<file path="config.mk">
export PLATFORM = sky130hd
export DESIGN_NAME = mount_tracker
export DESIGN_NICKNAME = d
export VERILOG_FILES = /design/src/disk_bridge_pkg.sv /design/src/mount_tracker.sv
export VERILOG_INCLUDE_DIRS = /design/src
export SDC_FILE = /design/constraint.sdc
export NUM_CORES = 1
export LEC_CHECK = 0
export ABC_CLOCK_PERIOD_IN_PS = 2600
export BUFFER_PORTS_ARGS = -buffer_cell sky130_fd_sc_hd__buf_2
export CAP_MARGIN = 20
export CORE_ASPECT_RATIO = 2
export CORE_MARGIN = 2
export CORE_UTILIZATION = 47
export CTS_BUF_LIST = sky130_fd_sc_hd__clkbuf_4 sky130_fd_sc_hd__clkbuf_8
export CTS_CLUSTER_SIZE = 14
export DETAILED_ROUTE_END_ITERATION = 10
export PLACE_DENSITY_LB_ADDON = 0.2
export SETUP_SLACK_MARGIN = 0.1
export SLEW_MARGIN = 25
export SYNTH_ARGS = -nofsm -noshare
export SYNTH_HDL_FRONTEND = slang
export SYNTH_SLANG_ARGS = --single-unit
</file>
<file path="constraint.sdc">
create_clock -name clk_sys -period 2.6 [get_ports clk_sys]
set_input_delay 0 -clock clk_sys [delete_from_list [all_inputs] [get_ports clk_sys]]
set_output_delay 0 -clock clk_sys [all_outputs]
set_load 0.005 [all_outputs]
</file>
<file path="src/disk_bridge_settings.svh">
/*
 * Disk bridge settings
 * Bus and buffer widths, register map and the file numbers
 * reported for each drive slot
 */

`ifndef DISK_BRIDGE_SETTINGS_SVH
`define DISK_BRIDGE_SETTINGS_SVH

// Wishbone side
`define DISK_WB_ADR_W 2
`define DISK_WB_DAT_W 32

// Sector buffer and drive slots
`define DISK_BUF_AW 9
`define DISK_SLOTS 3

// Register map
`define DISK_REG_CTRL 2'd0
`define DISK_REG_STATUS 2'd1
`define DISK_REG_DATA 2'd2
`define DISK_REG_PTR_CLR 2'd3

// File number reported when a slot gets mounted
`define DISK_FILENO_SLOT0 3'd0
`define DISK_FILENO_SLOT1 3'd1
`define DISK_FILENO_SLOT2 3'd4

`endif

</file>
<file path="src/disk_bridge_pkg.sv">
/*
 * Disk bridge types
 * Control and status words, the shared DATA word and the host-side bundles
 */

`include "disk_bridge_settings.svh"

package disk_bridge_pkg;

	// Control register, lba_sel sits in bit 0
	typedef struct packed {
		logic [2:0] drv_num;
		logic       block_wr;
		logic       block_rd;
		logic       lba_sel;
	} disk_ctrl_t;

	// Status register, io_done sits in bit 0
	typedef struct packed {
		logic       readonly;
		logic [1:0] filetype;
		logic [2:0] fileno;
		logic       mounted;
		logic       io_done;
	} disk_status_t;

	typedef struct packed {
		logic [23:0] pad;
		logic [7:0]  data;
	} data_byte_t;

	// DATA register write value, LBA or buffer byte depending on lba_sel
	typedef union packed {
		logic [31:0] lba;
		data_byte_t  buf_byte;
	} data_word_u;

	typedef struct packed {
		logic [`DISK_SLOTS-1:0] rd;
		logic [`DISK_SLOTS-1:0] wr;
		logic [31:0]            lba;
	} sd_req_t;

	typedef struct packed {
		logic [`DISK_BUF_AW-1:0] addr;
		logic [7:0]              data;
		logic                    wr;
	} host_buf_t;

	typedef struct packed {
		logic [`DISK_SLOTS-1:0] mounted;
		logic                   readonly;
		logic [1:0]             file_type;
		logic [31:0]            size;
	} mount_info_t;

endpackage

</file>
<file path="src/mount_tracker.sv">
/*
 * Mount tracker
 * Latches file number, type, read-only flag and size on each mount
 * event and toggles the mounted flag
 */

`timescale 1ns/1ps
`include "disk_bridge_settings.svh"

module mount_tracker (
	input  logic                         clk_sys,
	input  logic                         areset,
	input  disk_bridge_pkg::mount_info_t mount,
	output logic                         mounted_flag,
	output logic [2:0]                   fileno,
	output logic [1:0]                   filetype,
	output logic                         readonly,
	output logic [31:0]                  file_size
);

	logic [`DISK_SLOTS-1:0] mounted_q;
	logic                   mount_evt;
	logic [2:0]             slot_fileno;

	// A newly set bit in any slot counts as a mount event
	assign mount_evt = |(mount.mounted & ~mounted_q);

	// Highest mounted slot decides the file number
	always_comb begin
		if (mount.mounted[2]) begin
			slot_fileno = `DISK_FILENO_SLOT2;
		end else if (mount.mounted[1]) begin
			slot_fileno = `DISK_FILENO_SLOT1;
		end else begin
			slot_fileno = `DISK_FILENO_SLOT0;
		end
	end

	always_ff @(posedge clk_sys) begin
		if (areset) begin
			mounted_q    <= '0;
			mounted_flag <= 1'b0;
		end else begin
			mounted_q <= mount.mounted;
			if (mount_evt) begin
				mounted_flag <= ~mounted_flag;
			end
		end
	end

	always_ff @(posedge clk_sys) begin
		if (mount_evt) begin
			fileno    <= slot_fileno;
			filetype  <= mount.file_type;
			readonly  <= mount.readonly | mount.mounted[2];   // slot 2 is always read-only
			file_size <= mount.size;
		end
	end

endmodule

</file>
==> impl_metrics.ini <==
[clock_network]
h-tree-depth = 2
hold_buffers = 38
cts_buffer_depth = 2
path_clk_slew_ps = 70
cts_setup_buffers = 0
cts_root_buf = clkbuf_8
worstSkewPairLatency_ps = 290
cts.sinks = 41
tritoncts = done
cts_resized = 0
cts_buffers = 5

[detailed_routing]
ant_nets = 0
via_count = 947
dr.first_iter.drc_count = 24
dr.pass1.iters = 4
vias_per_cell = 4.55
wirelength_mm = 3.18
route.detailed.drc = 0
wl_per_cell_um = 15.3

[timing]
fin_crit_sh_pct = 61.9
period_needed_ps = 1610
worst_slew_pin_slew_ps = 785
drv_slew = 0
relSlewSlack_pct = 47.7
max_freq_mhz = 621
fin_skew_ps = 7.24
whs_ps = 410
rsz0062_at_grt = false
hold_violations = 0
fin_tns_setup_ps = 0
final-setup-viol-count = 0

[logic_synthesis]
synthCells = 55
synth-seq-cells = 41
synth_top_family_by_area = simple AND/OR/NAND/NOR gates
syn_area_um2 = 1300
synth_top_area_share_pct = 85.5
ys_seq_area_share_pct = 91.6
yosysTopAreaCell = edfxtp_1
muxShareOfSynthArea_pct = 1.15
syn-num-nets = 95
synth_xor_area_share_pct = 0
synth-simple-area-share_pct = 3.66
yosys_warnings = 0
syn_area_per_cell_um2 = 23.6
synthAdderAreaFrac_pct = 0
post_synth_num_cell_types = 13
synth-compound-area-share_pct = 2.02
yosys-top-cells-area = edfxtp_1 85%, dfxtp_1 6.2%, o221ai_4 2.0%

[critical_path]
cp-end-kind = register
worstSetupPathType = input pin to register
cpPeakStageDelay_ps = 630
worstPathArrival_ps = 1610
worstPathCellList = dlygate4sd3_1, buf_2, clkinv_2, o221ai_4, buf_8
slowest_stage = o221ai_4
start_kind = input pin
required_ps = 2600
worst-path-max-fanout = 21

[final_layout]
drive_gt1_share_pct = 51.4
fin_nets = 218
layout_commonest_cell = buf_2
fill_cells = 155
insertedDiodeCount = 0
syn_to_final_growth_pct = 71.5
layout_common_cells = 77 x buf_2, 39 x dlygate4sd3_1, 37 x edfxtp_1

[power]
finalPower_uw = 1460
p_per_area_nw_per_um2 = 653
ir_worst_vdd_v = 0.000809
leakagePower_uw = 0.000985

[placed_design]
gp_routability_congestion = 0.645
io_buffers = 77
dpl.hpwl_mm = 1.76

[global_routing]
track_usage_pct = 22.5
grt_max_degree = 22
grt_first_pass_wirelength_mm = 4.47
antenna_found_initial = 0
grt_pass1_vias = 947
grt.overflow.total = 0

[floorplan]
fp-row-count = 27
io_pins = 79
die-area_um2 = 3230
die_w_um = 41.2
core-area_um2 = 2700
initial_utilization_pct = 48.1
dieHeight_um = 78.4

[run_status]
status = finished, final reports clean

[job]
cap_violations = 0

[hold_path]
min_path_type = input pin to register
==> metrics by stage <==
step                util, %  area (um2)  setup slack [ps]  instances
floorplan                 -        1300              1100         55
global placement       63.4        1710               949        160
detailed placement     64.0        1730              1100        161
CTS                    82.1        2220              1010        207
global route           82.5        2230               919        208
finish                 82.5        2230               990        208
==> logic make-up (layout without fill, tap and decap cells) <==
kind of cell           after synthesis  count (layout)
DFF                                 41              41
buffers and inverters                3             127
AOI/OAI and AO/OA                    1               1
muxes                                1               1
other                                1               1
and+or+nand+nor                      8               8
==> worst max-delay path: cells and delay by family <==
kind            cells  cell delay, ps
buf+inv             4             960
compound gates      1             630
==> flip-flops by register name, indices dropped and copies added (netlist names) <==
name	count
file_size	32
filetype	2
readonly	1
fileno	2
mounted_q	3
mounted_flag	1
==> where the power goes <==
| group | switching [uW] | internal [uW] | total [uW] |
|---|---|---|---|
| combinational | 65.6 | 100 | 166 |
| clock | 204 | 294 | 498 |
| sequential | 14.8 | 777 | 792 |
==> synth_stat cells (all sizes together) <==
library cell  count
clkinv            1
edfxtp           37
nor2b             2
dfxtp             4
and2b             1
mux2              1
inv               1
or2               1
conb              1
nor2              3
nand2b            1
o221ai            1
buf               1
==> worst paths after layout <==
| kind | cells after the start | end | slack, ps | startpoint |
|---|---|---|---|---|
| setup / recovery | 5 | file_size[6] | 990 | mount[35] |
| hold reg to reg | 2 | mounted_flag | 610 | mounted_flag |
| setup reg to reg | 2 | file_size[6] | 1100 | mounted_q[2] |
| hold / removal | 2 | file_size[13] | 410 | mount[13] |
==> routing by layer <==
layer | part of all wire [%] | global-route usage [%]
met1 | 31 | 20.6
met2 | 59 | 39.1
met3 | 7.6 | 8.19
met4 | 2.0 | 10.6
met5 | 0 | 0
==> cell type report <==
cell class	instances	area [um2]	share of cell area, %
Inverter	2	8.76	0.393
Clock inverter	2	33.8	1.52
Tap cell	29	36.3	1.63
Multi-Input combinational cell	11	92.6	4.15
Timing Repair Buffer	117	791	35.5
Clock buffer	6	76.3	3.42
Sequential cell	41	1190	53.4
Power figures use the tool's default switching activity.
