### config.mk
export PLATFORM = sky130hd
export DESIGN_NAME = disk_request
export DESIGN_NICKNAME = d
export VERILOG_FILES = /design/src/disk_bridge_pkg.sv /design/src/disk_request.sv
export VERILOG_INCLUDE_DIRS = /design/src
export SDC_FILE = /design/constraint.sdc
export NUM_CORES = 1
export LEC_CHECK = 0
export ABC_AREA = 1
export BUFFER_PORTS_ARGS = -buffer_cell sky130_fd_sc_hd__buf_4
export CAP_MARGIN = 20
export CORE_MARGIN = 3
export CORE_UTILIZATION = 45
export DETAILED_ROUTE_END_ITERATION = 10
export GPL_TIMING_DRIVEN = 0
export PLACE_DENSITY = 0.83
export SLEW_MARGIN = 40
export SYNTH_ARGS = -nofsm -noshare
export SYNTH_HDL_FRONTEND = slang
export SYNTH_SLANG_ARGS = --single-unit
### constraint.sdc
create_clock -name clk_sys -period 1.6 [get_ports clk_sys]
set_input_delay 0 -clock clk_sys [delete_from_list [all_inputs] [get_ports clk_sys]]
set_output_delay 0 -clock clk_sys [all_outputs]
set_load 0.1 [all_outputs]
### src/disk_bridge_settings.svh
/*
 * Disk bridge settings
 * Bus and buffer widths, register map and the file numbers
 * reported for each drive slot
 */

`ifndef DISK_BRIDGE_SETTINGS_SVH
`define DISK_BRIDGE_SETTINGS_SVH

// Wishbone side
`define DISK_WB_ADR_W 2
`define DISK_WB_DAT_W 32

// Sector buffer and drive slots
`define DISK_BUF_AW 9
`define DISK_SLOTS 3

// Register map
`define DISK_REG_CTRL 2'd0
`define DISK_REG_STATUS 2'd1
`define DISK_REG_DATA 2'd2
`define DISK_REG_PTR_CLR 2'd3

// File number reported when a slot gets mounted
`define DISK_FILENO_SLOT0 3'd0
`define DISK_FILENO_SLOT1 3'd1
`define DISK_FILENO_SLOT2 3'd4

`endif

### src/disk_bridge_pkg.sv
/*
 * Disk bridge types
 * Control and status words, the shared DATA word and the host-side bundles
 */

`include "disk_bridge_settings.svh"

package disk_bridge_pkg;

	// Control register, lba_sel sits in bit 0
	typedef struct packed {
		logic [2:0] drv_num;
		logic       block_wr;
		logic       block_rd;
		logic       lba_sel;
	} disk_ctrl_t;

	// Status register, io_done sits in bit 0
	typedef struct packed {
		logic       readonly;
		logic [1:0] filetype;
		logic [2:0] fileno;
		logic       mounted;
		logic       io_done;
	} disk_status_t;

	typedef struct packed {
		logic [23:0] pad;
		logic [7:0]  data;
	} data_byte_t;

	// DATA register write value, LBA or buffer byte depending on lba_sel
	typedef union packed {
		logic [31:0] lba;
		data_byte_t  buf_byte;
	} data_word_u;

	typedef struct packed {
		logic [`DISK_SLOTS-1:0] rd;
		logic [`DISK_SLOTS-1:0] wr;
		logic [31:0]            lba;
	} sd_req_t;

	typedef struct packed {
		logic [`DISK_BUF_AW-1:0] addr;
		logic [7:0]              data;
		logic                    wr;
	} host_buf_t;

	typedef struct packed {
		logic [`DISK_SLOTS-1:0] mounted;
		logic                   readonly;
		logic [1:0]             file_type;
		logic [31:0]            size;
	} mount_info_t;

endpackage

### src/disk_request.sv
/*
 * Block request generator
 * Raises read and write requests per drive slot on control edges,
 * clears them on acknowledge and tracks io_done
 */

`timescale 1ns/1ps
`include "disk_bridge_settings.svh"

module disk_request (
	input  logic                        clk_sys,
	input  logic                        areset,
	input  disk_bridge_pkg::disk_ctrl_t ctrl,
	input  disk_bridge_pkg::data_word_u data_word,
	input  logic                        lba_load,
	input  logic [`DISK_SLOTS-1:0]      sd_ack,
	output disk_bridge_pkg::sd_req_t    sd_req,
	output logic                        io_done
);

	logic                   block_rd_q;
	logic                   block_wr_q;
	logic                   ack_any_q;
	logic                   ack_any;
	logic [1:0]             slot;
	logic [`DISK_SLOTS-1:0] slot_mask;
	logic [`DISK_SLOTS-1:0] req_rd;
	logic [`DISK_SLOTS-1:0] req_wr;
	logic [31:0]            lba_q;

	// Drive number bits 2 and 0 pick the slot, 3 maps to nothing
	assign slot      = {ctrl.drv_num[2], ctrl.drv_num[0]};
	assign slot_mask = (slot < 2'(`DISK_SLOTS)) ? `DISK_SLOTS'(1) << slot : '0;
	assign ack_any   = |sd_ack;

	always_ff @(posedge clk_sys) begin
		if (areset) begin
			block_rd_q <= 1'b0;
			block_wr_q <= 1'b0;
			ack_any_q  <= 1'b0;
			req_rd     <= '0;
			req_wr     <= '0;
			io_done    <= 1'b1;
		end else begin
			block_rd_q <= ctrl.block_rd;
			block_wr_q <= ctrl.block_wr;
			ack_any_q  <= ack_any;
			if (ctrl.block_rd && !block_rd_q) begin
				req_rd  <= req_rd | slot_mask;
				io_done <= 1'b0;
			end
			if (ctrl.block_wr && !block_wr_q) begin
				req_wr  <= req_wr | slot_mask;
				io_done <= 1'b0;
			end
			// Acknowledge wins over a new request edge
			if (ack_any) begin
				req_rd <= '0;
				req_wr <= '0;
			end
			if (ack_any_q && !ack_any) begin
				io_done <= 1'b1;
			end
		end
	end

	always_ff @(posedge clk_sys) begin
		if (lba_load) begin
			lba_q <= data_word.lba;
		end
	end

	assign sd_req = '{rd: req_rd, wr: req_wr, lba: lba_q};

endmodule

==> impl_metrics.ini <==
[run_status]
status = finished clean

[floorplanning]
initial_core_util_pct = 48.7
dieArea_sq_um = 3760
die_y_microns = 61.3
core_region_area_sq_um = 2830
die_w_microns = 61.3
num_rows = 19
boundaryPins = 83

[logic_synthesis]
synth_cells = 83
syn_area_sq_um = 1380
seq_area_frac_synth_pct = 84.4
ys_seq_elements = 42
syn-num-nets = 127
yosys_warnings = 0
postSynthAreaPerCell_sq_um = 16.6
synth_cell_types = 11

[critical_path]
arrival_ns = 1.67
crit_required_ns = 1.87
r2r_cells = 3
r2r-start = block_wr_q
cp_max_fo = 6
start_kind = primary input
path_class = in2reg
r2r_end = req_wr[0]
regToRegSetupSlack_ns = 0.80
end_kind = flip-flop

[routing]
first_pass_iters = 4
drt.antenna.violating_nets = 0
drtIter0Drc = 33
routed_wl_mm = 4.23
wire_per_inst_microns = 17.3
vias_per_cell = 4.72
num_vias = 1152
route.detailed.drc = 0

[hold_path]
hold_path.class = in2reg
holdPathEnd = lba_q[14]
whs_path_depth = 1
holdCritStartpoint = lba_load

[sta]
final_max_slew_viol_count = 0
finClkSkew_ns = 0.0156
worst_pin_slew_ns = 0.404
setup_viol = 0
rsz0062_at_grt = no
layout_setup_ws_ns = 0.200
finalHoldViolations = 0
fin_tns_setup_ns = 0
max_freq_ghz = 0.714
min_period_over_period_pct = 87.5
relSlewSlack_pct = 73.1
fin_crit_ns = 1.40

[clocking]
clkSlewWorstSetupHoldPaths_ns = 0.13
htree_levels = 2
cts_sinks = 42
cts-buffers-inserted = 5
cts_tree = done
insertion_delay_ns = 0.34
clockBufferDepth = 2
cts_root_buf = clkbuf_4

[layout]
final.fill_count = 125
drive_gt1_share_pct = 45.5
area_growth_pct = 81.0
n_antenna_cell = 0
nets = 256

[place]
dp_hpwl_mm = 2.19
pre_cts_slack_ns = 0.848
port_buffers = 80
gp_congestion = 0.692

[global_routing]
grt_use_total_pct = 23.5
grt_overflow = 0
grt_antenna_before_repair = 0
grt_pass1_wl_mm = 5.78
grt_pass1_vias = 1217
grt_max_degree = 33

[power_and_ir_drop]
peakVddDrop_mv = 0.686
powerDensity_nw_per_um2 = 1050
p_total_mw = 2.61
p_leak_nw = 1.07

[job]
max_cap_violations = 0
[metal layers]
metal / share of wire (%) / wire (microns) / up-vias / GRT usage, %
li1: - / - / 537 / -
met1: 36 / 1520 / 524 / 23.6
met2: 51 / 2180 / 81 / 42.3
met3: 10 / 438 / 10 / 8.81
met4: 2.1 / 89 / 0 / 11.5
met5: 0 / 0 / - / 0
[worst max path at each step]
stage,from,end,cells after the start
after floorplan,req_rd[0],req_rd[0],2
after global placement,block_wr_q,req_wr[1],3
after detailed placement,block_wr_q,req_wr[0],3
after CTS,sd_ack[2],req_rd[1],6
after global routing,sd_ack[2],req_rd[1],6
final,sd_ack[2],req_rd[1],6
[repair_timing]
action / in CTS / in global routing
endpoints found under the hold margin: 42 / 0
hold buffers: 42 / 0
setup endpoints to repair: 0 / 0
buffers inserted: 0 / 0
gates resized for setup: 0 / 0
[cell usage after synthesis (all sizes together)]
master	n	area share [%]
edfxtp	32	70
inv	14	3.8
dfxtp	10	15
nand2	8	2.2
nor2	8	3.1
a21oi	7	4.2
nand3	4	2.4
[kinds of logic after synthesis]
kind of cell / count (synthesis) / share of synthesized area [%]
simple gates: 20 / 7.64
compound gates: 7 / 4.18
flops: 42 / 84.4
buf+inv: 14 / 3.82
[power by group]
group | internal, mW | switching (mW) | leakage, nW | total (mW)
logic | 0.222 | 0.601 | 0.647 | 0.823
clock network | 0.173 | 0.331 | 0.0322 | 0.504
registers | 1.25 | 0.0275 | 0.395 | 1.28
[placed cells by master, fill, tap and decap left out, drive strengths merged]
master / instances
a21oi: 7
dlygate4sd3: 42
nor2: 8
clkbuf: 6
nand3: 4
clkinv: 2
dfxtp: 10
inv: 14
buf: 80
nand2: 8
edfxtp: 32
[final cells by class]
type                       count  area [sq um]  share of cell area, %
inverter                      14          52.6                   2.11
sequential                    42          1160                   46.6
tap                           31          38.8                   1.56
timing repair buffer         122          1020                   41.0
clock inverter                 2          13.8                  0.552
multi-input combinational     27           163                   6.53
clock buffer                   6          41.3                   1.66
[registers in the layout, indices dropped and copies added (netlist names)]
register	flops
ack_any_q	1
req_rd	3
req_wr	3
block_wr_q	1
io_done	1
lba_q	32
block_rd_q	1
[through the flow]
stage / std cells / hold slack (ns) / util, % / instance area (sq um)
floorplan: 83 / 0.0691 / - / 1380
global placement: 194 / 0.178 / 71.3 / 2020
detailed placement: 194 / 0.179 / 71.3 / 2020
CTS: 244 / 0.0950 / 88.1 / 2490
global route: 244 / 0.0821 / 88.1 / 2490
finish: 244 / 0.0971 / 88.1 / 2490
[critical path, cell delays in order]
cell	delay [ns]
dlygate4sd3_1	0.54
buf_4	0.14
nor2_4	0.06
dlygate4sd3_1	0.64
nand3_4	0.15
a21oi_2	0.14
Note: power is estimated with default switching activity, not from simulation.
