===== src/disk_bridge_settings.svh =====
/*
 * Disk bridge settings
 * Bus and buffer widths, register map and the file numbers
 * reported for each drive slot
 */

`ifndef DISK_BRIDGE_SETTINGS_SVH
`define DISK_BRIDGE_SETTINGS_SVH

// Wishbone side
`define DISK_WB_ADR_W 2
`define DISK_WB_DAT_W 32

// Sector buffer and drive slots
`define DISK_BUF_AW 9
`define DISK_SLOTS 3

// Register map
`define DISK_REG_CTRL 2'd0
`define DISK_REG_STATUS 2'd1
`define DISK_REG_DATA 2'd2
`define DISK_REG_PTR_CLR 2'd3

// File number reported when a slot gets mounted
`define DISK_FILENO_SLOT0 3'd0
`define DISK_FILENO_SLOT1 3'd1
`define DISK_FILENO_SLOT2 3'd4

`endif


===== src/disk_bridge_pkg.sv =====
/*
 * Disk bridge types
 * Control and status words, the shared DATA word and the host-side bundles
 */

`include "disk_bridge_settings.svh"

package disk_bridge_pkg;

	// Control register, lba_sel sits in bit 0
	typedef struct packed {
		logic [2:0] drv_num;
		logic       block_wr;
		logic       block_rd;
		logic       lba_sel;
	} disk_ctrl_t;

	// Status register, io_done sits in bit 0
	typedef struct packed {
		logic       readonly;
		logic [1:0] filetype;
		logic [2:0] fileno;
		logic       mounted;
		logic       io_done;
	} disk_status_t;

	typedef struct packed {
		logic [23:0] pad;
		logic [7:0]  data;
	} data_byte_t;

	// DATA register write value, LBA or buffer byte depending on lba_sel
	typedef union packed {
		logic [31:0] lba;
		data_byte_t  buf_byte;
	} data_word_u;

	typedef struct packed {
		logic [`DISK_SLOTS-1:0] rd;
		logic [`DISK_SLOTS-1:0] wr;
		logic [31:0]            lba;
	} sd_req_t;

	typedef struct packed {
		logic [`DISK_BUF_AW-1:0] addr;
		logic [7:0]              data;
		logic                    wr;
	} host_buf_t;

	typedef struct packed {
		logic [`DISK_SLOTS-1:0] mounted;
		logic                   readonly;
		logic [1:0]             file_type;
		logic [31:0]            size;
	} mount_info_t;

endpackage


===== src/disk_regs.sv =====
/*
 * Disk bridge register block
 * Wishbone classic slave with a fixed two-cycle ack, holds the control
 * register and turns each access into single-cycle strobes
 */

`timescale 1ns/1ps
`include "disk_bridge_settings.svh"

module disk_regs (
	input  logic                          clk_sys,
	input  logic                          areset,
	input  logic                          wb_cyc,
	input  logic                          wb_stb,
	input  logic                          wb_we,
	input  logic [`DISK_WB_ADR_W-1:0]     wb_adr,
	input  logic [`DISK_WB_DAT_W-1:0]     wb_dat_w,
	output logic [`DISK_WB_DAT_W-1:0]     wb_dat_r,
	output logic                          wb_ack,
	input  disk_bridge_pkg::disk_status_t status,
	input  logic [31:0]                   file_size,
	input  logic [7:0]                    buf_q,
	output disk_bridge_pkg::disk_ctrl_t   ctrl,
	output disk_bridge_pkg::data_word_u   data_word,
	output logic                          lba_load,
	output logic                          buf_wr,
	output logic                          buf_adv,
	output logic                          ptr_clr
);

	logic                      bus_req;
	logic                      pending;
	logic                      access;
	logic                      wr_access;
	logic                      data_sel;
	logic [`DISK_WB_DAT_W-1:0] rd_mux;

	// ============================================================
	// Handshake
	// ============================================================

	assign bus_req = wb_cyc & wb_stb;

	// Cycle before ack, writes land at the edge where ack rises
	assign access    = bus_req & pending;
	assign wr_access = access & wb_we;

	always_ff @(posedge clk_sys) begin
		if (areset) begin
			pending <= 1'b0;
			wb_ack  <= 1'b0;
		end else begin
			pending <= bus_req & ~pending & ~wb_ack;
			wb_ack  <= access;
		end
	end

	// ============================================================
	// Control register and strobes
	// ============================================================

	always_ff @(posedge clk_sys) begin
		if (areset) begin
			ctrl <= '0;
		end else if (wr_access && wb_adr == `DISK_REG_CTRL) begin
			ctrl <= wb_dat_w[$bits(disk_bridge_pkg::disk_ctrl_t)-1:0];
		end
	end

	assign data_sel  = (wb_adr == `DISK_REG_DATA);
	assign data_word = wb_dat_w;

	assign lba_load = wr_access & data_sel & ctrl.lba_sel;
	assign buf_wr   = wr_access & data_sel & ~ctrl.lba_sel;
	assign ptr_clr  = wr_access & (wb_adr == `DISK_REG_PTR_CLR);

	// Read pointer moves once the byte has been handed out
	assign buf_adv = wb_ack & ~wb_we & data_sel & ~ctrl.lba_sel;

	// ============================================================
	// Read data
	// ============================================================

	always_comb begin
		case (wb_adr)
			`DISK_REG_CTRL:   rd_mux = `DISK_WB_DAT_W'(ctrl);
			`DISK_REG_STATUS: rd_mux = `DISK_WB_DAT_W'(status);
			`DISK_REG_DATA: begin
				if (ctrl.lba_sel) begin
					rd_mux = file_size;
				end else begin
					rd_mux = `DISK_WB_DAT_W'(buf_q);
				end
			end
			default:          rd_mux = '0;
		endcase
	end

	// Captured with ack so it stays valid for the whole ack cycle
	always_ff @(posedge clk_sys) begin
		if (access) begin
			wb_dat_r <= rd_mux;
		end
	end

endmodule


===== config.mk =====
export PLATFORM = sky130hd
export DESIGN_NAME = disk_regs
export DESIGN_NICKNAME = d
export VERILOG_FILES = /design/src/disk_bridge_pkg.sv /design/src/disk_regs.sv
export VERILOG_INCLUDE_DIRS = /design/src
export SDC_FILE = /design/constraint.sdc
export NUM_CORES = 1
export LEC_CHECK = 0
export ABC_AREA = 0
export ABC_CLOCK_PERIOD_IN_PS = 2400
export BUFFER_PORTS_ARGS = -buffer_cell sky130_fd_sc_hd__buf_2
export CORE_ASPECT_RATIO = 1.5
export CORE_MARGIN = 2
export CORE_UTILIZATION = 31
export CTS_CLUSTER_DIAMETER = 50
export DETAILED_ROUTE_END_ITERATION = 16
export PLACE_DENSITY = 0.66
export SLEW_MARGIN = 10
export SYNTH_ARGS = -nofsm -noshare
export SYNTH_HDL_FRONTEND = slang
export SYNTH_SLANG_ARGS = --single-unit

===== constraint.sdc =====
create_clock -name clk_sys -period 2.4 [get_ports clk_sys]
set_input_delay 0.12 -clock clk_sys [delete_from_list [all_inputs] [get_ports clk_sys]]
set_output_delay 0.12 -clock clk_sys [all_outputs]
set_load 0.02 [all_outputs]

==> impl_results.md, run 1 <==
* Crit-path max cell delay at about 0.44 ns
* Power share of the combinational group at 8.1%
* CP startpoint: ctrl[0]
* CTS clk-pin slew, worst paths at 0.08 ns
* Ranking of synthesized cells by area: edfxtp_1, buf_4, mux2i_1, dfxtp_1, and2_1
* Worst-Skew Late Latency at around 0.28 ns
* Num rows at 35
* Worst Path Buf+Inv at 2
* Die span in x at 69.7 µm
* First-pass GRT wire length at around 6700 µm
* Grt ovf at 0
* Skew final at roughly 0.0036 ns
* Placed cells at 308
* Path type of the worst min-delay path: in2reg
* Synth cell types at 25
* Tmin final at ~1.5 ns
* R2r endpoint: wb_dat_r[7]
* Clk sinks at 40
* Initial antenna violation count at 0
* Largest net degree at the start of global routing at 31
* Fillers at 630
* Commonest cells after routing, fill and taps aside: buf_2, edfxtp_1, and2_1
* Die Area at approximately 0.0071 mm²
* Worst setup margin at between 0.9 and 1 ns
* EDFF count, synth at 32
* Most common cell after layout, fill and taps aside: buf_2
* Setup TNS at 0 ns
* Diodes inserted at 0
* # DRC at 0
* Synth Instances at around 160
* Reg-to-reg slack, setup at roughly 1.0 ns
* Synth Area per Inst at around 12 µm²
* Switching power at 285 µW
* Nets@finish at 328
* Vias in the first global route at roughly 1400
* Register bit total from synthesis at 40
* Ys flop type: edfxtp_1
* Global Route Usage Sum at roughly an eighth
* Worst-Margin Slew at between 0.4 and 0.5 ns
* # IOs at 162
* Layout Cells excl Fill at between 300 and 400
* Number of port buffers at around 110
* Max clock buf depth at 2
* Crit path max fanout at 5
* Detailed placer's ending HPWL at between 3000 and 4000 µm
* TritonCTS clock tree: built
* CTS buffer count at 5
* Crit path launch type: flop
* Seq/Total Area, Yosys at 55.9%
* Via Count at around 1400
* Pre-CTS setup slack at between 1 and 1.5 ns
* Worst vdd ir at around 0.20 mV
* Post-CTS Hold Buffers at 0
* Element type at the critical path end: primary output
* Status: completed
* P_leak at approximately 1.1 nW
* Syn nets at around 250
* Sw frac at 20.4%
* Starting Density at 32.3%
* Critical Path RT at 2.28 ns
* GPL Wtd Cong at 0.827
* # Post-CTS Setup Buffers at 0
* Max-cap viol count at 0
* Clock power frac at about two fifths
* Vias/cell at 4.52
* WP depth at 3
* Dominant cell type by area after synthesis: edfxtp_1
* H-tree levels at 2
* Hold Fails Final Rpt at 0
* Reg2Reg Depth at 2
* Crit path cell chain: clkinv_1, nor3_1, buf_2
* Int Power at around 1.1 mW
* Final period utilization at between 60% and 70%
* Final setup vio count at 0
* Area delta synth->final at 23.5%
* RSZ-0062 raised after global routing: no
* Drt pass-1 iters at 4
* CP delay by family, top: flip-flops
* Arr. time, crit path at 1.35 ns
* Yosys warns at 0
* Die H at between 100 and 150 µm
* Setup crit end: lba_load
* Core footprint at 0.00622 mm²
* Yosys top cell area share at ~48%
* Max Freq at around 680 MHz
* Layout cells sized above 1 at between 50% and 60%
* Max Slew Vio Count at 0
* Routed Antenna Nets at 0
* Reg-to-reg startpoint: pending
* CTS resizes at 0
* Critical Path Slowest Stage Cell: dfxtp_1
* Slew HR at 69.9%
* Final core utilization at about two fifths
* PwrDens at approximately 560 mW/mm²
* DRT iter0 DRCs at ~110
* Critical path type: reg2out
* Ys async rst share at 0%
* Drt total wl at 4620 µm
* Routed wire per std cell at 14.6 µm
* Root Driver: clkbuf_8
* Flop pwr share at 53.5%
* Synth Cell Area at ~0.0020 mm²
-- layer usage --
metal / track usage, % / wire length [µm] / vias to the layer above
met3: 3.91 / 429 / 26
li1: - / - / 683
met4: 9.47 / 225 / 0
met1: 12.6 / 1620 / 632
met5: 0 / 0 / -
met2: 22.0 / 2340 / 88
-- flip-flops by register name, indices dropped and copies added (netlist names) --
register / cells
ctrl: 6
wb_ack: 1
wb_dat_r: 32
pending: 1
-- power by group through the flow --
stage	registers (mW)	clock network, mW	logic (mW)
after floorplan	0.767	0	0.118
after global placement	0.763	0	0.116
after detailed placement	0.763	0	0.116
after CTS	0.747	0.562	0.116
after global routing	0.747	0.584	0.125
final	0.747	0.536	0.113
-- synth_stat cells, types with 2 or more instances --
library cell,instances
o22ai_1,5
nand2_1,6
nor2b_1,2
buf_2,3
dfxtp_1,8
edfxtp_1,32
mux2i_1,18
nor3_1,2
nand2b_1,12
o21ai_1,2
buf_6,2
buf_4,33
and2_1,24
nor2_1,2
-- final cells by class --
class	instances	area, µm²	area share (%)
Clock buffer	6	72.6	2.93
Clock inverter	2	35.0	1.41
Inverter	1	3.75	0.151
Multi-Input combinational cell	82	593	23.9
Sequential cell	40	1120	45.2
Tap cell	74	92.6	3.74
Timing Repair Buffer	111	561	22.6
-- worst register-to-register path, stage by stage, from the launching register on --
cell	delay, ns
dfxtp_1	0.36
and3_1	0.28
buf_4	0.39
-- logic make-up (layout without fill, tap and decap cells) --
group	after synthesis	after routing	share of synthesized area [%]
buf+inv	40	120	14.6
flops	40	40	55.9
simple gates	55	55	17.9
compound gates	9	9	2.68
mux	18	18	8.98
-- stage by stage --
step           power (mW)  area, µm²  hold slack [ns]
3_3_place_gp        0.879       2370            0.240
3_5_place_dp        0.879       2370            0.240
4_1_cts              1.42       2480           0.0748
5_1_grt              1.46       2480           0.0774
6_report             1.40       2480           0.0845
2_1_floorplan       0.885       2010            0.239
-- how the worst min path moves through the flow --
stage	slack, ns	end	cells past startpoint	from
floorplan	0.24	pending	2	wb_stb
global placement	0.24	data_word[21]	0	wb_dat_w[21]
detailed placement	0.24	data_word[21]	0	wb_dat_w[21]
CTS	0.07	pending	3	wb_stb
global route	0.08	pending	3	wb_stb
finish	0.08	pending	3	wb_stb
(Power assumes the default switching activity.)
==> run 2: changes to the inputs <==
--- a/config.mk
+++ b/config.mk
@@ -7,7 +7,7 @@
 export NUM_CORES = 1
 export LEC_CHECK = 0
 export ABC_AREA = 0
-export ABC_CLOCK_PERIOD_IN_PS = 2400
+export ABC_CLOCK_PERIOD_IN_PS = 1400
 export BUFFER_PORTS_ARGS = -buffer_cell sky130_fd_sc_hd__buf_2
 export CORE_ASPECT_RATIO = 1.5
 export CORE_MARGIN = 2
==> constraint.sdc (replaced) <==
create_clock -name clk_sys -period 1.4 [get_ports clk_sys]
set_input_delay 0.07 -clock clk_sys [delete_from_list [all_inputs] [get_ports clk_sys]]
set_output_delay 0.07 -clock clk_sys [all_outputs]
set_load 0.02 [all_outputs]
==> run 2 against run 1 <==
Compared with the run above:
- the run now ends with setup timing left
- cell count is 0.63% higher
- critical path depth stayed put
- count of clock-buffer cells in the layout shrank 1
- sequential share of layout area is 1.3 points lower
- first-iteration DRC count fell by 31%
- via count fell by 0.28%
- clock skew is 0.0027 ns higher
- non-clock buffer count is 3 higher
- utilization rose by 1.2 points
- combinational power rose by 79%
- routed wire length rose by 0.91%
- global-route usage grew 0.61 points
- critical path type unchanged
- largest cell class unchanged
==> impl_results.md, run 2 (synthesis gave the netlist of run 1 again) <==
* Status: finished with violations
* Failing checks: setup timing
* Detailed placer's ending HPWL at approximately 3800 µm
* Drt total wl at about 4700 µm
* DRT iter0 DRCs at 73
* Commonest cells after routing, fill and taps aside: buf_2, edfxtp_1, and2_1
* Vias in the first global route at about 1400
* Switching power at ~480 µW
* Slew HR at about three quarters
* Root Driver: clkbuf_8
* Hold Startpoint: wb_stb
* Worst Path Buf+Inv at 1
* Num rows at 35
* Routed wl met3 at 418 µm
* Worst Hold Path EP: pending
* Reg-to-reg slack, setup at 0.18 ns
* Top reg by flops: wb_dat_r
* Max-cap viol count at 0
* Largest net degree at the start of global routing at 25
* GPL Wtd Cong at between 0.8 and 0.9
* H-tree levels at 2
* P_leak at between 1 and 1.5 nW
* Nets@finish at between 300 and 400
* Diodes inserted at 0
* RSZ-0062 raised after global routing: yes
* Reg-to-reg startpoint: ctrl[0]
* Routed Antenna Nets at 0
* Max Slew Vio Count at 0
* Biggest regs: wb_dat_r: 32 flops, ctrl: 6 flops
* Routed wire per std cell at between 10 and 15 µm
* TritonCTS clock tree: built
* Sw frac at a little under a fifth
* Number of port buffers at 109
* Final period utilization at 100%
* Post-CTS Hold Buffers at 0
* Arr. time, crit path at between 1 and 1.5 ns
* Metal1 wirelength at around 1600 µm
* Hold Fails Final Rpt at 0
* Worst hold path stage count at 3
* Finished Cell Area at approximately 0.0026 mm²
* # DRC at 0
* CP delay by family, top: simple AND/OR/NAND/NOR gates
* Max Used Layer: met4
* Max clock buf depth at 2
* Flop pwr share at ~50%
* Crit path cell chain: nand4_2, nor3_1, buf_2
* Int Power at ~2.1 mW
* Max Freq at 714 MHz
* Area delta synth->final at 27.1%
* Worst-Margin Slew at 0.383 ns
* Pre-CTS setup slack at 0.151 ns
* Die span in x at between 60 and 70 µm
* Power share of the combinational group at roughly 7.9%
* Max reg flops at 32
* Worst setup margin at -0.00152 ns
* Tmin final at ~1.4 ns
* CTS clk-pin slew, worst paths at 0.07 ns
* Critical path type: reg2out
* Crit-path max cell delay at 0.36 ns
* Crit path max fanout at 4
* Seq. cell area at roughly 0.0011 mm²
* Met2 WL at approximately 2300 µm
* # IOs at 162
* Via Count at about 1400
* CTS buffer count at 5
* Reg2Reg Depth at 3
* Skew final at around 0.0064 ns
* Initial antenna violation count at 0
* Most common cell after layout, fill and taps aside: buf_2
* PwrDens at ~1000 mW/mm²
* Setup TNS at -0.00152 ns
* Post-DP Area at between 0.002 and 0.0025 mm²
* Starting Density at between 30% and 40%
* Critical Path Slowest Stage Cell: dfxtp_1
* Critical Path RT at between 1 and 1.5 ns
* Path type of the worst min-delay path: in2reg
* Core footprint at 0.00622 mm²
* Drt pass-1 iters at 2
* Grt ovf at 0
* First-pass GRT wire length at between 6000 and 7000 µm
* Layout cells sized above 1 at between 50% and 60%
* Die Area at a little over 0.007 mm²
* Clock power frac at 42.2%
* Vias/cell at approximately 4.5
* Clk sinks at 40
* Area of the multi-input gates at roughly 600 µm²
* Final setup vio count at 1
* Die H at around 100 µm
* R2r endpoint: wb_dat_r[2]
* Fillers at just over 600
* Element type at the critical path end: primary output
* Global Route Usage Sum at 13.2%
* Crit path launch type: flop
* Worst-Skew Late Latency at 0.29 ns
* Worst vdd ir at approximately 0.57 mV
[run 2: changes by cell type in the layout (fill, tap and decap cells not counted), sizes merged]
cell	previous run	this run
buf	111	114
bufinv	1	2
clkbuf	6	5
clkinv	2	1
[run 2: stage by stage]
| stage | power, mW | hold WS, ns | std cells | util (%) |
|---|---|---|---|---|
| floorplan | 1.52 | 0.189 | 162 | - |
| CTS | 2.59 | 0.0248 | 318 | 41.0 |
| global route | 2.65 | 0.0368 | 318 | 41.0 |
| global placement | 1.51 | 0.140 | 311 | 38.7 |
| finish | 2.57 | 0.0347 | 318 | 41.0 |
| detailed placement | 1.51 | 0.140 | 311 | 38.7 |
[run 2: cell type report]
type | instances | share of cell area [%]
Clock buffer | 5 | 2.70
Timing Repair Buffer | 114 | 23.6
Inverter | 1 | 0.147
Clock inverter | 2 | 2.35
Multi-Input combinational cell | 82 | 23.6
Sequential cell | 40 | 43.9
Tap cell | 74 | 3.63
[run 2: how the worst max path moves through the flow]
stage	from	endpoint	cells after the start
floorplan	ctrl[0]	wb_dat_r[1]	3
finish	pending	buf_wr	3
CTS	ctrl[0]	buf_adv	3
detailed placement	ctrl[0]	wb_dat_r[5]	3
global placement	ctrl[0]	wb_dat_r[1]	3
global route	pending	buf_wr	3
[run 2: power groups by stage]
stage               Sequential [mW]  Clock (mW)  Combinational (mW)
floorplan                      1.31           0               0.203
global placement               1.31           0               0.203
detailed placement             1.31           0               0.204
CTS                            1.28        1.11               0.206
global route                   1.28        1.15               0.223
finish                         1.28        1.08               0.202
[run 2: worst min-delay path: cells and delay by family]
kind | cells | cell delay, ns
buffers and inverters | 1 | 0.12
AND/OR/NAND/NOR | 2 | 0.09
[run 2: per-layer routing]
metal	vias to the layer above	global-route usage, %
met5	-	0
met4	0	11.1
met3	25	4.11
met2	99	22.9
met1	613	13.0
li1	688	-
[run 2: repair_timing]
item                                    in CTS  in global routing
setup buffers                                0                  0
pin swaps                                    0                  0
gates cloned                                 0                  0
endpoints found under the setup margin       1                  3
gates resized for setup                      2                  1
==> run 3: changes to the inputs <==
--- a/config.mk
+++ b/config.mk
@@ -9,7 +9,7 @@
 export ABC_AREA = 0
 export ABC_CLOCK_PERIOD_IN_PS = 1400
 export BUFFER_PORTS_ARGS = -buffer_cell sky130_fd_sc_hd__buf_2
-export CORE_ASPECT_RATIO = 1.5
+export CORE_ASPECT_RATIO = 2
 export CORE_MARGIN = 2
 export CORE_UTILIZATION = 31
 export CTS_CLUSTER_DIAMETER = 50
==> constraint.sdc (replaced) <==
create_clock -name clk_sys -period 1.4 [get_ports clk_sys]
set_input_delay 0.07 -clock clk_sys [delete_from_list [all_inputs] [get_ports clk_sys]]
set_output_delay 0.07 -clock clk_sys [all_outputs]
set_load 0.1 [all_outputs]
==> run 3 against run 2 <==
Compared with the run above:
- combinational power up 44%
- the flow now finishes without violations
- clock power about the same
- fmax is 6.6% higher
- highest routed layer unchanged
- sequential power about the same
- largest power group unchanged
- count of clock-buffer cells in the layout rose by 3
- via count rose by 2.2%
- first-iteration DRC count down 58%
==> impl_results.md, run 3 (synthesis gave the netlist of run 1 again) <==
* DRT iter0 DRCs at 31
* Core footprint at about 0.0063 mm²
* CTS clk-pin slew, worst paths at ~0.05 ns
* Slew HR at ~67%
* Die H at approximately 120 µm
* Final core utilization at 43.2%
* Drt total wl at roughly 4400 µm
* Worst vdd ir at slightly above 0.7 mV
* Tmin final at approximately 1.3 ns
* Max Slew Vio Count at 0
* Grt ovf at 0
* RSZ-0062 raised after global routing: no
* Arr. time, crit path at ~1.2 ns
* Worst-Margin Slew at around 0.5 ns
* First-pass GRT wire length at between 6000 and 7000 µm
* GPL Wtd Cong at roughly 0.7
* Initial antenna violation count at 0
* Pre-CTS setup slack at about 0.18 ns
* Max-cap viol count at 0
* Max clock buf depth at 2
* Routed Antenna Nets at 0
* Final setup vio count at 0
* Final period utilization at 93.9%
* H-tree levels at 2
* Die span in x at slightly above 60 µm
* Vias in the first global route at 1417
* Status: completed
* Commonest cells after routing, fill and taps aside: buf_2, edfxtp_1, and2_1
* Crit path max fanout at 3
* Layout cells sized above 1 at approximately 54%
* Crit path launch type: flop
* Via Count at 1456
* Detailed placer's ending HPWL at between 3000 and 4000 µm
* Clk sinks at 40
* Largest net degree at the start of global routing at 28
* Path type of the worst min-delay path: in2reg
* # DRC at 0
* Drt pass-1 iters at 4
* Root Driver: clkbuf_16
* Vias/cell at about 4.4
* Worst-Skew Late Latency at 0.28 ns
* Number of port buffers at about 110
* Most common cell after layout, fill and taps aside: buf_2
* Skew final at ~0.0035 ns
* Global Route Usage Sum at between 10 and 15%
* Max Freq at 761 MHz
* TritonCTS clock tree: built
* Finished Cell Area at approximately 0.0027 mm²
* P_leak at 1.21 nW
* Top reg by flops: wb_dat_r
* # IOs at about 160
* Post-DP Area at about 0.0025 mm²
* Die Area at 0.00717 mm²
* Routed wire per std cell at 13.2 µm
* Max reg flops at 32
* Starting Density at 31.8%
* Element type at the critical path end: primary output
* Nets@finish at roughly 330
* CTS buffer count at 5
* Biggest regs: wb_dat_r: 32 flops, ctrl: 6 flops
* PwrDens at 969 mW/mm²
* Critical Path RT at 1.33 ns
* Diodes inserted at 0
* Fillers at 654
* Worst setup margin at around 0.085 ns
* Num rows at between 40 and 50
* Hold Fails Final Rpt at 0
* Area delta synth->final at 36.0%
* Post-CTS Hold Buffers at 0
* Critical path type: reg2out
[run 3: cell count changes in the layout (fill, tap and decap cells not counted), moves of 3 or more]
cell | before | now
buf_12 | 1 | 7
buf_2 | 108 | 104
clkbuf_1 | 0 | 3
clkbuf_16 | 0 | 5
clkbuf_8 | 5 | 0
dfxtp_1 | 8 | 5
[run 3: worst paths after layout]
path,start,end,slack [ns],cells after the start
max,pending,buf_wr,0.09,4
min,wb_stb,pending,0.05,3
max reg2reg,ctrl[0],wb_dat_r[5],0.13,5
min reg2reg,wb_ack,pending,0.43,1
[run 3: worst max-delay path, stage by stage, from the launching register on]
cell and delay, ns:
dfxtp_2 0.36, nand4_4 0.10, buf_6 0.16, nor3_4 0.15
buf_12 0.20
[run 3: timing repair]
action                     4_1_cts  5_1_grt
resized for setup                5        2
buffers inserted                 2        0
setup endpoints to repair        4        3
gates cloned                     0        0
pin swaps                        2        1
[run 3: layout make-up]
type / instances / area, µm² / area share, %
sequential: 40 / 1130 / 41.4
timing repair buffer: 117 / 709 / 26.0
multi-input combinational: 82 / 642 / 23.5
clock buffer: 8 / 136 / 5.00
tap: 86 / 108 / 3.94
inverter: 1 / 3.75 / 0.138
[run 3: routing by layer]
| layer | vias to the layer above | global-route usage, % | part of all wire [%] |
|---|---|---|---|
| met4 | 0 | 9.65 | 5.1 |
| met3 | 21 | 3.30 | 7.0 |
| met1 | 663 | 10.9 | 30 |
| met2 | 75 | 22.8 | 57 |
| li1 | 697 | - | - |
| met5 | - | 0 | 0 |
[run 3: power breakdown]
part / leakage (nW) / internal, mW / switching (mW)
clock network: 0.0652 / 0.662 / 0.412
logic: 0.749 / 0.106 / 0.185
registers: 0.401 / 1.28 / 0.00296
[run 3: stage by stage]
step | total power [mW] | hold slack [ns] | std cells | TNS, ns
final | 2.65 | 0.0507 | 334 | 0
after global routing | 2.73 | 0.0624 | 334 | 0
after CTS | 2.68 | 0.0396 | 334 | 0
after detailed placement | 1.59 | 0.141 | 324 | 0
after global placement | 1.59 | 0.141 | 324 | 0
after floorplan | 1.85 | 0.189 | 162 | -0.744
